<file path="config.mk">
export PLATFORM = sky130hd
export DESIGN_NAME = reg_slave_top
export DESIGN_NICKNAME = d
export VERILOG_FILES = /design/src/rtl/regmap_pkg.sv /design/src/rtl/reg_write_if.sv /design/src/rtl/reg_read_if.sv /design/src/rtl/axi_write_port.sv /design/src/rtl/axi_read_port.sv /design/src/rtl/reg_bank.sv /design/src/rtl/reg_slave_top.sv
export VERILOG_INCLUDE_DIRS = /design/src /design/src/rtl
export SDC_FILE = /design/constraint.sdc
export NUM_CORES = 1
export LEC_CHECK = 0
export ABC_CLOCK_PERIOD_IN_PS = 3050
export BUFFER_PORTS_ARGS = -buffer_cell sky130_fd_sc_hd__buf_2
export CAP_MARGIN = 20
export CORE_AREA = 4 4 458 460
export CTS_CLUSTER_DIAMETER = 120
export DETAILED_ROUTE_END_ITERATION = 8
export DIE_AREA = 0 0 462 464
export PLACE_DENSITY = 0.3
export SLEW_MARGIN = 0
export SYNTH_ARGS = -nofsm -noshare
export SYNTH_HDL_FRONTEND = slang
export SYNTH_SLANG_ARGS = --single-unit
</file>
<file path="constraint.sdc">
create_clock -name clk -period 3.05 [get_ports clk]
set_input_delay 0.305 -clock clk [delete_from_list [all_inputs] [get_ports clk]]
set_output_delay 0.305 -clock clk [all_outputs]
set_load 0.02 [all_outputs]
</file>
<file path="src/rtl/regmap_params.svh">
`ifndef REGMAP_PARAMS_SVH
`define REGMAP_PARAMS_SVH

// word and bus widths
`define DATA_WIDTH 32
`define ADDR_WIDTH 16
`define SLOT_COUNT 16

// slot 0 sits on a 64-byte boundary and slots are 4 bytes apart
`define BASE_ADDR 16'h0100

// slot ids
`define BURST_SIZE_ID 4
`define SCALE_ID 5
`define POLL_FIRST_ID 6
`define POLL_LAST_ID 7
`define VERSION_ID 8
`define SLOT_COUNT_ID 9
`define MAX_BURST_ID 10

// every slot from here up is unmapped
`define MAPPED_CEILING_ID 11

// limits and constants
`define MAX_BURST_SIZE 32'd64
`define MAX_SCALE 32'd1000
`define FIRMWARE_VERSION 32'h0001_0003

// write response codes
`define RESP_OKAY 2'd0
`define RESP_SLVERR 2'd2

`endif

</file>
<file path="src/rtl/regmap_pkg.sv">
`include "regmap_params.svh"

package regmap_pkg;

	localparam int OFFSET_WIDTH = 2;
	localparam int SLOT_ID_WIDTH = $clog2(`SLOT_COUNT);
	localparam int UPPER_WIDTH = `ADDR_WIDTH - SLOT_ID_WIDTH - OFFSET_WIDTH;
	localparam logic [`ADDR_WIDTH-1:0] LAST_SLOT_ADDR = `BASE_ADDR + 4 * (`SLOT_COUNT - 1);

	typedef logic [`DATA_WIDTH-1:0] data_t;
	typedef logic [SLOT_ID_WIDTH-1:0] slot_id_t;
	typedef logic [`SLOT_COUNT-1:0] slot_vec_t;
	typedef data_t [`SLOT_COUNT-1:0] slot_data_t;

	typedef struct packed {
		logic [UPPER_WIDTH-1:0] upper;
		slot_id_t slot;
		logic [OFFSET_WIDTH-1:0] offset;
	} addr_fields_t;

	// one bus address, seen either as a byte address or split into its fields
	typedef union packed {
		logic [`ADDR_WIDTH-1:0] raw;
		addr_fields_t fields;
	} addr_word_u;

	typedef struct packed {
		logic in_range;
		slot_id_t id;
	} slot_decode_t;

	function automatic slot_decode_t decode_addr(addr_word_u addr);
		slot_decode_t dec;
		dec.in_range = (addr.fields.offset == '0)
			&& (addr.raw >= `BASE_ADDR)
			&& (addr.raw <= LAST_SLOT_ADDR);
		// the base is 64-byte aligned so the slot field is the slot index
		dec.id = addr.fields.slot;
		return dec;
	endfunction

endpackage

</file>
<file path="src/rtl/reg_write_if.sv">
`timescale 1ns/1ps

// bus write commits from the write port into the register bank
interface reg_write_if;

	logic commit_req;
	regmap_pkg::slot_id_t commit_id;
	regmap_pkg::data_t commit_data;
	// high in the cycle the bank stores the word
	logic commit_done;

	modport writer (
		output commit_req,
		output commit_id,
		output commit_data,
		input  commit_done
	);

	modport bank (
		input  commit_req,
		input  commit_id,
		input  commit_data,
		output commit_done
	);

endinterface

</file>
<file path="src/rtl/reg_read_if.sv">
`timescale 1ns/1ps

// slot lookups from the read port, answered combinationally by the bank
interface reg_read_if;

	regmap_pkg::slot_id_t lookup_id;
	regmap_pkg::data_t lookup_data;

	modport reader (
		output lookup_id,
		input  lookup_data
	);

	modport bank (
		input  lookup_id,
		output lookup_data
	);

endinterface

</file>
<file path="src/rtl/axi_write_port.sv">
`timescale 1ns/1ps
`include "regmap_params.svh"

module axi_write_port (
	input  logic clk,
	input  logic arst_n,
	input  logic aw_valid,
	output logic aw_ready,
	input  regmap_pkg::addr_word_u aw_addr,
	input  logic w_valid,
	output logic w_ready,
	input  regmap_pkg::data_t w_data,
	output logic b_valid,
	input  logic b_ready,
	output logic [1:0] b_resp,
	reg_write_if.writer commit
);

	logic aw_held;
	logic w_held;
	logic aw_fire;
	logic w_fire;
	logic both_captured;
	regmap_pkg::slot_decode_t dec_in;
	regmap_pkg::slot_decode_t dec_now;
	regmap_pkg::slot_decode_t dec_q;
	regmap_pkg::data_t data_q;

	// a channel stays closed while it holds its item
	assign aw_ready = ~aw_held;
	assign w_ready = ~w_held;
	assign aw_fire = aw_valid & aw_ready;
	assign w_fire = w_valid & w_ready;

	assign dec_in = regmap_pkg::decode_addr(aw_addr);
	assign dec_now = aw_fire ? dec_in : dec_q;

	// true at the edge where the later of address and data arrives
	assign both_captured = (aw_fire | w_fire) & (aw_held | aw_fire) & (w_held | w_fire);

	assign commit.commit_id = dec_q.id;
	assign commit.commit_data = data_q;

	always_ff @(posedge clk) begin
		if (aw_fire) begin
			dec_q <= dec_in;
		end
		if (w_fire) begin
			data_q <= w_data;
		end
	end

	always_ff @(posedge clk or negedge arst_n) begin
		if (!arst_n) begin
			aw_held <= 1'b0;
			w_held <= 1'b0;
			commit.commit_req <= 1'b0;
			b_valid <= 1'b0;
			b_resp <= `RESP_OKAY;
		end else begin
			if (aw_fire) begin
				aw_held <= 1'b1;
			end
			if (w_fire) begin
				w_held <= 1'b1;
			end
			if (both_captured) begin
				if (dec_now.in_range) begin
					commit.commit_req <= 1'b1;
				end else begin
					b_valid <= 1'b1;
					b_resp <= `RESP_SLVERR;
				end
			end
			if (commit.commit_done) begin
				commit.commit_req <= 1'b0;
				b_valid <= 1'b1;
				b_resp <= `RESP_OKAY;
			end
			// response accepted so both channels open again
			if (b_valid && b_ready) begin
				b_valid <= 1'b0;
				aw_held <= 1'b0;
				w_held <= 1'b0;
			end
		end
	end

endmodule

</file>
<file path="src/rtl/axi_read_port.sv">
`timescale 1ns/1ps

module axi_read_port (
	input  logic clk,
	input  logic arst_n,
	input  logic ar_valid,
	output logic ar_ready,
	input  regmap_pkg::addr_word_u ar_addr,
	output logic r_valid,
	input  logic r_ready,
	output regmap_pkg::data_t r_data,
	reg_read_if.reader lookup
);

	// all ones minus one marks an address outside the register window
	localparam regmap_pkg::data_t OUT_OF_RANGE_WORD = ~regmap_pkg::data_t'(1);

	logic ar_fire;
	regmap_pkg::slot_decode_t dec;

	// one read in flight, so no new address while data waits
	assign ar_ready = ~r_valid;
	assign ar_fire = ar_valid & ar_ready;

	assign dec = regmap_pkg::decode_addr(ar_addr);
	assign lookup.lookup_id = dec.id;

	always_ff @(posedge clk) begin
		if (ar_fire) begin
			if (dec.in_range) begin
				r_data <= lookup.lookup_data;
			end else begin
				r_data <= OUT_OF_RANGE_WORD;
			end
		end
	end

	always_ff @(posedge clk or negedge arst_n) begin
		if (!arst_n) begin
			r_valid <= 1'b0;
		end else begin
			if (ar_fire) begin
				r_valid <= 1'b1;
			end else if (r_ready) begin
				r_valid <= 1'b0;
			end
		end
	end

endmodule

</file>
<file path="src/rtl/reg_bank.sv">
`timescale 1ns/1ps
`include "regmap_params.svh"

module reg_bank (
	input  logic clk,
	input  logic arst_n,
	input  regmap_pkg::slot_vec_t fab_wr_req,
	input  regmap_pkg::slot_data_t fab_wr_data,
	input  regmap_pkg::slot_vec_t fab_rd_req,
	output regmap_pkg::slot_data_t fab_rd_data,
	output regmap_pkg::slot_vec_t fresh,
	reg_write_if.bank commit,
	reg_read_if.bank lookup
);

	// current word of every slot as the bus and the fabric see it
	regmap_pkg::data_t view [`SLOT_COUNT];

	function automatic regmap_pkg::data_t clamp(int id, regmap_pkg::data_t word);
		regmap_pkg::data_t limited;
		limited = word;
		if (id == `BURST_SIZE_ID && word > `MAX_BURST_SIZE) begin
			limited = `MAX_BURST_SIZE;
		end
		if (id == `SCALE_ID && word > `MAX_SCALE) begin
			limited = `MAX_SCALE;
		end
		return limited;
	endfunction

	function automatic regmap_pkg::data_t constant_word(int id);
		regmap_pkg::data_t word;
		case (id)
			`VERSION_ID:    word = `FIRMWARE_VERSION;
			`SLOT_COUNT_ID: word = `SLOT_COUNT;
			`MAX_BURST_ID:  word = `MAX_BURST_SIZE;
			default:        word = '1;
		endcase
		return word;
	endfunction

	// a fabric write to the target slot holds the bus commit off
	assign commit.commit_done = commit.commit_req & ~fab_wr_req[commit.commit_id];

	assign lookup.lookup_data = view[lookup.lookup_id];

	for (genvar g = 0; g < `SLOT_COUNT; g++) begin : slot
		if (g <= `POLL_LAST_ID) begin : stored
			localparam bit FABRIC_WRITABLE = (g < `POLL_FIRST_ID);

			logic bus_store;
			logic fab_store;
			regmap_pkg::data_t word_q;
			logic fresh_q;

			assign bus_store = commit.commit_done
				&& (commit.commit_id == regmap_pkg::slot_id_t'(g));
			// poll slots only take words from the bus
			assign fab_store = fab_wr_req[g] && FABRIC_WRITABLE;

			always_ff @(posedge clk or negedge arst_n) begin
				if (!arst_n) begin
					word_q <= '0;
					fresh_q <= 1'b0;
				end else begin
					if (fab_store) begin
						word_q <= clamp(g, fab_wr_data[g]);
					end else if (bus_store) begin
						word_q <= clamp(g, commit.commit_data);
					end
					if (bus_store) begin
						fresh_q <= 1'b1;
					end else if (fab_rd_req[g]) begin
						fresh_q <= 1'b0;
					end
				end
			end

			assign view[g] = word_q;
			assign fresh[g] = fresh_q;
		end else if (g < `MAPPED_CEILING_ID) begin : constant
			assign view[g] = constant_word(g);
			assign fresh[g] = 1'b0;
		end else begin : unmapped
			assign view[g] = '1;
			assign fresh[g] = 1'b0;
		end
	end

	// view still holds the word from before this edge, so reads see the old value
	always_ff @(posedge clk or negedge arst_n) begin
		if (!arst_n) begin
			fab_rd_data <= '0;
		end else begin
			for (int i = 0; i < `SLOT_COUNT; i++) begin
				if (fab_rd_req[i]) begin
					fab_rd_data[i] <= view[i];
				end
			end
		end
	end

endmodule

</file>
<file path="src/rtl/reg_slave_top.sv">
`timescale 1ns/1ps

module reg_slave_top (
	input  logic clk,
	input  logic arst_n,
	input  logic aw_valid,
	output logic aw_ready,
	input  regmap_pkg::addr_word_u aw_addr,
	input  logic w_valid,
	output logic w_ready,
	input  regmap_pkg::data_t w_data,
	output logic b_valid,
	input  logic b_ready,
	output logic [1:0] b_resp,
	input  logic ar_valid,
	output logic ar_ready,
	input  regmap_pkg::addr_word_u ar_addr,
	output logic r_valid,
	input  logic r_ready,
	output regmap_pkg::data_t r_data,
	input  regmap_pkg::slot_vec_t fab_wr_req,
	input  regmap_pkg::slot_data_t fab_wr_data,
	input  regmap_pkg::slot_vec_t fab_rd_req,
	output regmap_pkg::slot_data_t fab_rd_data,
	output regmap_pkg::slot_vec_t fresh
);

	reg_write_if commit_if ();
	reg_read_if lookup_if ();

	axi_write_port axi_write_port_i (
		.clk      (clk),
		.arst_n   (arst_n),
		.aw_valid (aw_valid),
		.aw_ready (aw_ready),
		.aw_addr  (aw_addr),
		.w_valid  (w_valid),
		.w_ready  (w_ready),
		.w_data   (w_data),
		.b_valid  (b_valid),
		.b_ready  (b_ready),
		.b_resp   (b_resp),
		.commit   (commit_if.writer)
	);

	axi_read_port axi_read_port_i (
		.clk      (clk),
		.arst_n   (arst_n),
		.ar_valid (ar_valid),
		.ar_ready (ar_ready),
		.ar_addr  (ar_addr),
		.r_valid  (r_valid),
		.r_ready  (r_ready),
		.r_data   (r_data),
		.lookup   (lookup_if.reader)
	);

	reg_bank reg_bank_i (
		.clk         (clk),
		.arst_n      (arst_n),
		.fab_wr_req  (fab_wr_req),
		.fab_wr_data (fab_wr_data),
		.fab_rd_req  (fab_rd_req),
		.fab_rd_data (fab_rd_data),
		.fresh       (fresh),
		.commit      (commit_if.bank),
		.lookup      (lookup_if.bank)
	);

endmodule

</file>
* Word-level counts from Yosys, hierarchy flattened *
Cells that the tools add are included.

cells by class
  order comparisons = 10
  equality and inequality tests = 9
  multiplexer cells = 54
  bitwise logic cells = 14
  reductions and logical operators = 39

operators by type and width
  operator              count
  $mux 32               18
  $bmux 32 s4           1
  $gt 32x10->1 const B  2
  $gt 32x7->1 const B   2
  $reduce_bool 2->1     19
  $ge 16x9->1 const B   2
  $le 16x9->1 const B   2
  $mux 1                30
  $eq 4x3->1 const B    4
  $logic_and 1x1->1     13
  $eq 4x2->1 const B    2
  $and 1x1->1           6
  $mux 2                3
  $reduce_and 2->1      3
  $ge 5x5->1 const B    1
  $lt 4x5->1 const B    1
  $mux 5                1
  $not 4->5             1
  $bmux 1 s4            1
  $eq 4x1->1 const B    1
  $logic_not 2->1       2
  $logic_not 4->1       1
  $not 1->1             4
  $ne 3x2->1 const B    1
  other kinds (3)       5

word-level totals
  register bits = 604
  bits of input ports = 615
  output and inout port bits = 567

* Logic depth before layout (Yosys ltp) *
  word-level depth = 8
  depth in mapped cells = 7
  gate-level depth less buffers = 5

* Cells and area by module *
From an unflattened synthesis, not the netlist that was laid out.

unflattened totals
  cells, all modules = 2184
  area total of the unflattened synthesis = 28391.0 um2

modules (own cells, without submodules)
  module          times used  cells an instance  area an instance (um2)  seq. area each (um2)
  reg_bank        1           1987               25270.5                 13212.7
  axi_read_port   1           124                1656.6                  985.9
  axi_write_port  1           73                 1463.9                  1226.2

* Worst setup path after synthesis *
No wires, ideal clock.

  path kind = register to register
  from = reg axi_read_port_i.r_valid
  to = reg axi_read_port_i.r_data[0] (enable)
  setup time = 0.426 ns
  data arrival time = 1.949 ns
  slack = 0.675 ns
  stages on the path, launching flop included = 2
  path buffers = 0
  clock period less this slack = 2.375 ns
  cells stage by stage = dfrtp_1 -> nor2b_1

between the ends
  cells in the longest elaborated chain, start to end = 2

ends and longest elaborated chain
  element                      line                 RTL
  start, declared              axi_read_port.sv:9   output logic r_valid,
  start signal, assigned       axi_read_port.sv:40  r_valid <= 1'b0;
  start signal, assigned       axi_read_port.sv:43  r_valid <= 1'b1;
  start signal, assigned       axi_read_port.sv:45  r_valid <= 1'b0;
  $not 1->1                    axi_read_port.sv:22  assign ar_ready = ~r_valid;
  $and 1x1->1                  axi_read_port.sv:23  assign ar_fire = ar_valid & ar_ready;
  via axi_read_port_i.ar_fire  axi_read_port.sv:18  logic ar_fire;
  end signal, assigned         axi_read_port.sv:31  r_data <= lookup.lookup_data;
  end, declared                axi_read_port.sv:11  output regmap_pkg::data_t r_data,

The timed path passes the listed nets, and every way through them passes these cells.
A chain may end at the register's enable or synchronous reset.

* Worst setup path after layout *
  from = reg axi_write_port_i.dec_q (netlist bit axi_write_port_i.commit.commit_id[2])
  to = reg reg_bank_i.slot[6].stored.word_q[1]

between the ends
  cells in the longest elaborated chain, start to end = 5
  elaborated cells on any way between the ends = 6

ends and longest elaborated chain
  element                       line                  RTL
  start, declared               axi_write_port.sv:26  regmap_pkg::slot_decode_t dec_q;
  start signal, assigned        axi_write_port.sv:46  dec_q <= dec_in;
  $bmux 1 s4                    reg_bank.sv:43        assign commit.commit_done = commit.commit_req & ~fab_wr_req[commit.commit_id];
  $mux 1 (not written as such)  reg_bank.sv:43
  $not 1->1                     reg_bank.sv:43
  $and 1x1->1                   reg_bank.sv:43
  $logic_and 1x1->1 (*)         reg_bank.sv:57        && (commit.commit_id == regmap_pkg::slot_id_t'(g));
  end signal, assigned          reg_bank.sv:67        word_q <= clamp(g, fab_wr_data[g]);
  end signal, assigned          reg_bank.sv:69        word_q <= clamp(g, commit.commit_data);
  end, declared                 reg_bank.sv:53        regmap_pkg::data_t word_q;

Every way passes the cells marked *; elsewhere a longest branch is shown, timed or not. The select of a mux whose other input is x is not followed.

==> key figures <==
Global routing
  • Total track usage: 13.7%
  • First-pass GRT wire length: 197000 um
  • Vias in the first global route: 20.8k
  • GRT overflow: 0
  • Initial antenna violation count: 40
  • Largest net degree at the start of global routing: 85

Pwr
  • Maximum vdd drop: 396 uV
  • Power Density: 666 mW/mm^2
  • PnR Total Power: 25.6 mW
  • Leak pwr: 17.0 nW

Synthesis
  • Syn Inst Count: 2040
  • Register area share after synthesis: 56.4%
  • Mapped Area: 0.0274 mm^2
  • Ys async rst share: 88.6%
  • Yosys cell types: 62
  • Yosys warns: 0
  • Most used DFF post-synth: dfrtp_1
  • Seq cells post-synth: 603
  • Post-synth EDFFs: 68
  • Syn Area/Cell: 13.4 um^2

STA
  • Fin Setup TNS: 0 ns
  • Max Fclk: 371 MHz
  • Fin crit share: 88.5%
  • Max Slew Vio Count: 0
  • Slew Limit Headroom: 33.7%
  • RSZ-0062 raised after global routing: no
  • Min Tclk post-route: 2.70 ns
  • Final setup fails: 0
  • Measured slew at the worst slew-check pin: 0.995 ns
  • Setup Skew: 0.0293 ns
  • Final hold violation count: 0

Route
  • DR WL/cell: 26.6 um
  • Vias per cell: 3.55
  • DR pass1 iterations: 5
  • DR vias: 20.2k
  • Post-route DRC: 0
  • Initial DRC Count: 1101
  • Number of antenna-violating nets in the routed design: 0
  • Total routed wirelength: 152000 um

Worst setup path
  • FF-to-FF path depth: 6
  • Crit Path Class: flop to flop
  • Startpoint Class: flop
  • Critical path arrival: 3.31 ns
  • R2R Setup Slk: 0.35 ns
  • Max FO, Critical Path: 22
  • Worst Setup End Kind: flop
  • CP required: 3.66 ns

Floorplan
  • Placement Rows: 167
  • Die X: 462 um
  • Boundary Pins: 1182
  • Die Height: 464 um
  • Initial Utilization: 13.3%
  • Core area: 0.206 mm^2
  • Die footprint: 0.214 mm^2

Place
  • GPL Wtd Cong: 0.733
  • Port Buffer Count: 761
  • Final HPWL DP: 110000 um

CTS
  • H-tree levels: 3
  • Clk pin slew, worst setup/hold paths: 0.06 ns
  • Post-CTS Resized: 0
  • Clk_lat worst skew: 0.72 ns
  • CTS buffer count: 84
  • Setup Buffers After CTS: 0
  • CTS tree: done
  • Clock root buffer: clkbuf_16
  • Longest Clk Path Bufs: 3
  • # clock sinks: 603

Job
  • Max-cap violations: 0

Layout
  • Nets: 3518
  • Layout overhead on the synthesized area: 40.4%
  • Fill cell count: 22.6k
  • Fraction of layout cells with a size suffix above 1: 48.6%

Hold path
  • Hold Path Class: primary input to asynchronous set/reset pin

Run status
  • Outcome: finished, final reports clean
per-stage QoR:
step / hold slack [ns] / util, % / instance area [um^2] / cells / worst slack (ns)
after floorplan: 0.00941 / - / 27700 / 2139 / 0.675
after global placement: 0.230 / 16.3 / 33600 / 5317 / 0.273
after detailed placement: 0.224 / 16.3 / 33600 / 5317 / 0.288
after CTS: 0.0148 / 18.6 / 38400 / 5672 / 0.254
after global routing: 0.0293 / 18.6 / 38400 / 5677 / 0.201
final: 0.0713 / 18.6 / 38400 / 5690 / 0.352
placed cells by master, fill, tap and decap left out, drive strengths merged, types with 3 or more instances in the layout:
| master | n |
|---|---|
| a211oi | 4 |
| clkinvlp | 5 |
| edfxtp | 68 |
| mux4 | 62 |
| o31a | 3 |
| or2 | 9 |
| nand2b | 39 |
| clkinv | 15 |
| conb | 100 |
| a221o | 10 |
| mux2i | 37 |
| nand3 | 5 |
| dlygate4sd3 | 202 |
| diode | 18 |
| dfrtp | 534 |
| inv | 33 |
| or3 | 4 |
| o221a | 33 |
| nor2b | 5 |
| nand4 | 6 |
| a21oi | 14 |
| buf | 858 |
| nor3 | 7 |
| a21o | 5 |
| bufinv | 4 |
| nor4 | 22 |
| clkbuf | 123 |
| o22ai | 4 |
| and2 | 58 |
| nand3b | 4 |
| nand2 | 191 |
| a22oi | 99 |
| nor2 | 10 |
| o21ai | 45 |
| nor4b | 4 |
| mux2 | 322 |
critical path: stages, from the launching register on:
cell      delay (ns)
edfxtp_1        0.54
buf_4           0.37
mux2i_2         0.39
a22oi_4         0.16
a211oi_4        0.36
buf_12          0.33
mux2_2          0.37
flip-flops by register name (all words and copies together), names as in the netlist, 4 cells and up:
name,cells
reg_bank_i.fab_rd_data,264
axi_read_port_i.r_data,32
reg_bank_i.slot.stored.word_q,256
axi_write_port_i.commit.commit_data,32
axi_write_port_i.commit.commit_id,4
reg_bank_i.slot.stored.fresh_q,8
kinds of logic (layout without fill, tap and decap cells):
kind of cell / after synthesis / in the layout / share of synthesized area, %
mux: 421 / 421 / 20.5
compound gates: 231 / 231 / 6.56
flops: 603 / 603 / 56.4
buf+inv: 411 / 1240 / 9.66
other cells: 1 / 118 / 0.0137
fa+ha+maj: 2 / 2 / 0.0914
simple gates: 371 / 371 / 6.78
layer usage:
metal / global-route usage, % / vias up / wire, um
met5: 0 / - / 32
met4: 3.78 / 4 / 4080
met3: 3.66 / 155 / 10100
met2: 23.1 / 918 / 72800
met1: 17.2 / 10400 / 64600
li1: - / 8719 / -
power breakdown:
| part | total (mW) | switching, mW | leakage, nW | internal (mW) |
|---|---|---|---|---|
| Sequential | 10.3 | 1.05 | 7.30 | 9.29 |
| Combinational | 5.10 | 2.96 | 8.38 | 2.15 |
| Clock | 10.1 | 4.24 | 1.35 | 5.91 |
| Total | 25.6 | 8.25 | 17.0 | 17.3 |
area by class of cell:
cell class / count / area (um^2) / area share (%)
clock inverter: 30 / 357 / 0.928
timing repair buffer: 1060 / 6880 / 17.9
tap: 2704 / 3380 / 8.81
inverter: 27 / 103 / 0.267
sequential: 603 / 15400 / 40.2
antenna: 18 / 45.0 / 0.117
multi-input combinational: 1125 / 9790 / 25.5
clock buffer: 123 / 2430 / 6.33
final timing paths:
check | from | endpoint
setup / recovery | axi_write_port_i.commit.commit_id[2] | reg_bank_i.slot[6].stored.word_q[1]
hold / removal | arst_n | reg_bank_i.fab_rd_data[326]
setup reg to reg | axi_write_port_i.commit.commit_id[2] | reg_bank_i.slot[6].stored.word_q[1]
hold reg to reg | reg_bank_i.fab_rd_data[326] | reg_bank_i.fab_rd_data[326]
max in group asynchronous | arst_n | reg_bank_i.slot[7].stored.word_q[28]
min in group clk | fab_wr_req[0] | reg_bank_i.slot[0].stored.word_q[30]
synth_stat cells, types with 4 or more instances:
cell	instances	area share, %
nand4_1	6	0.14
edfxtp_1	68	7.5
o21ai_0	45	0.82
nand3_1	5	0.091
a21o_1	5	0.14
or3_1	4	0.091
o221a_2	33	1.4
clkbuf_1	87	1.2
and2_1	58	1.3
buf_8	6	0.33
nand2b_1	39	0.89
buf_2	22	0.40
or2_2	9	0.21
o22ai_1	4	0.091
mux4_2	62	5.1
nor2_1	10	0.14
nor4b_1	4	0.13
nor3_1	7	0.13
a221o_1	10	0.37
a22oi_1	97	2.7
mux2_2	264	11
a21oi_1	14	0.26
dfrtp_1	534	49
nor2b_1	5	0.11
mux2_4	58	3.2
nand2_1	191	2.6
mux2i_1	36	1.3
inv_1	27	0.37
buf_4	266	7.3
nor4_1	21	0.48
repair_timing:
action                                  CTS  global route
hold buffers                            202             0
endpoints found under the hold margin   387             0
endpoints found under the setup margin    0             0
(Power assumes the default switching activity.)
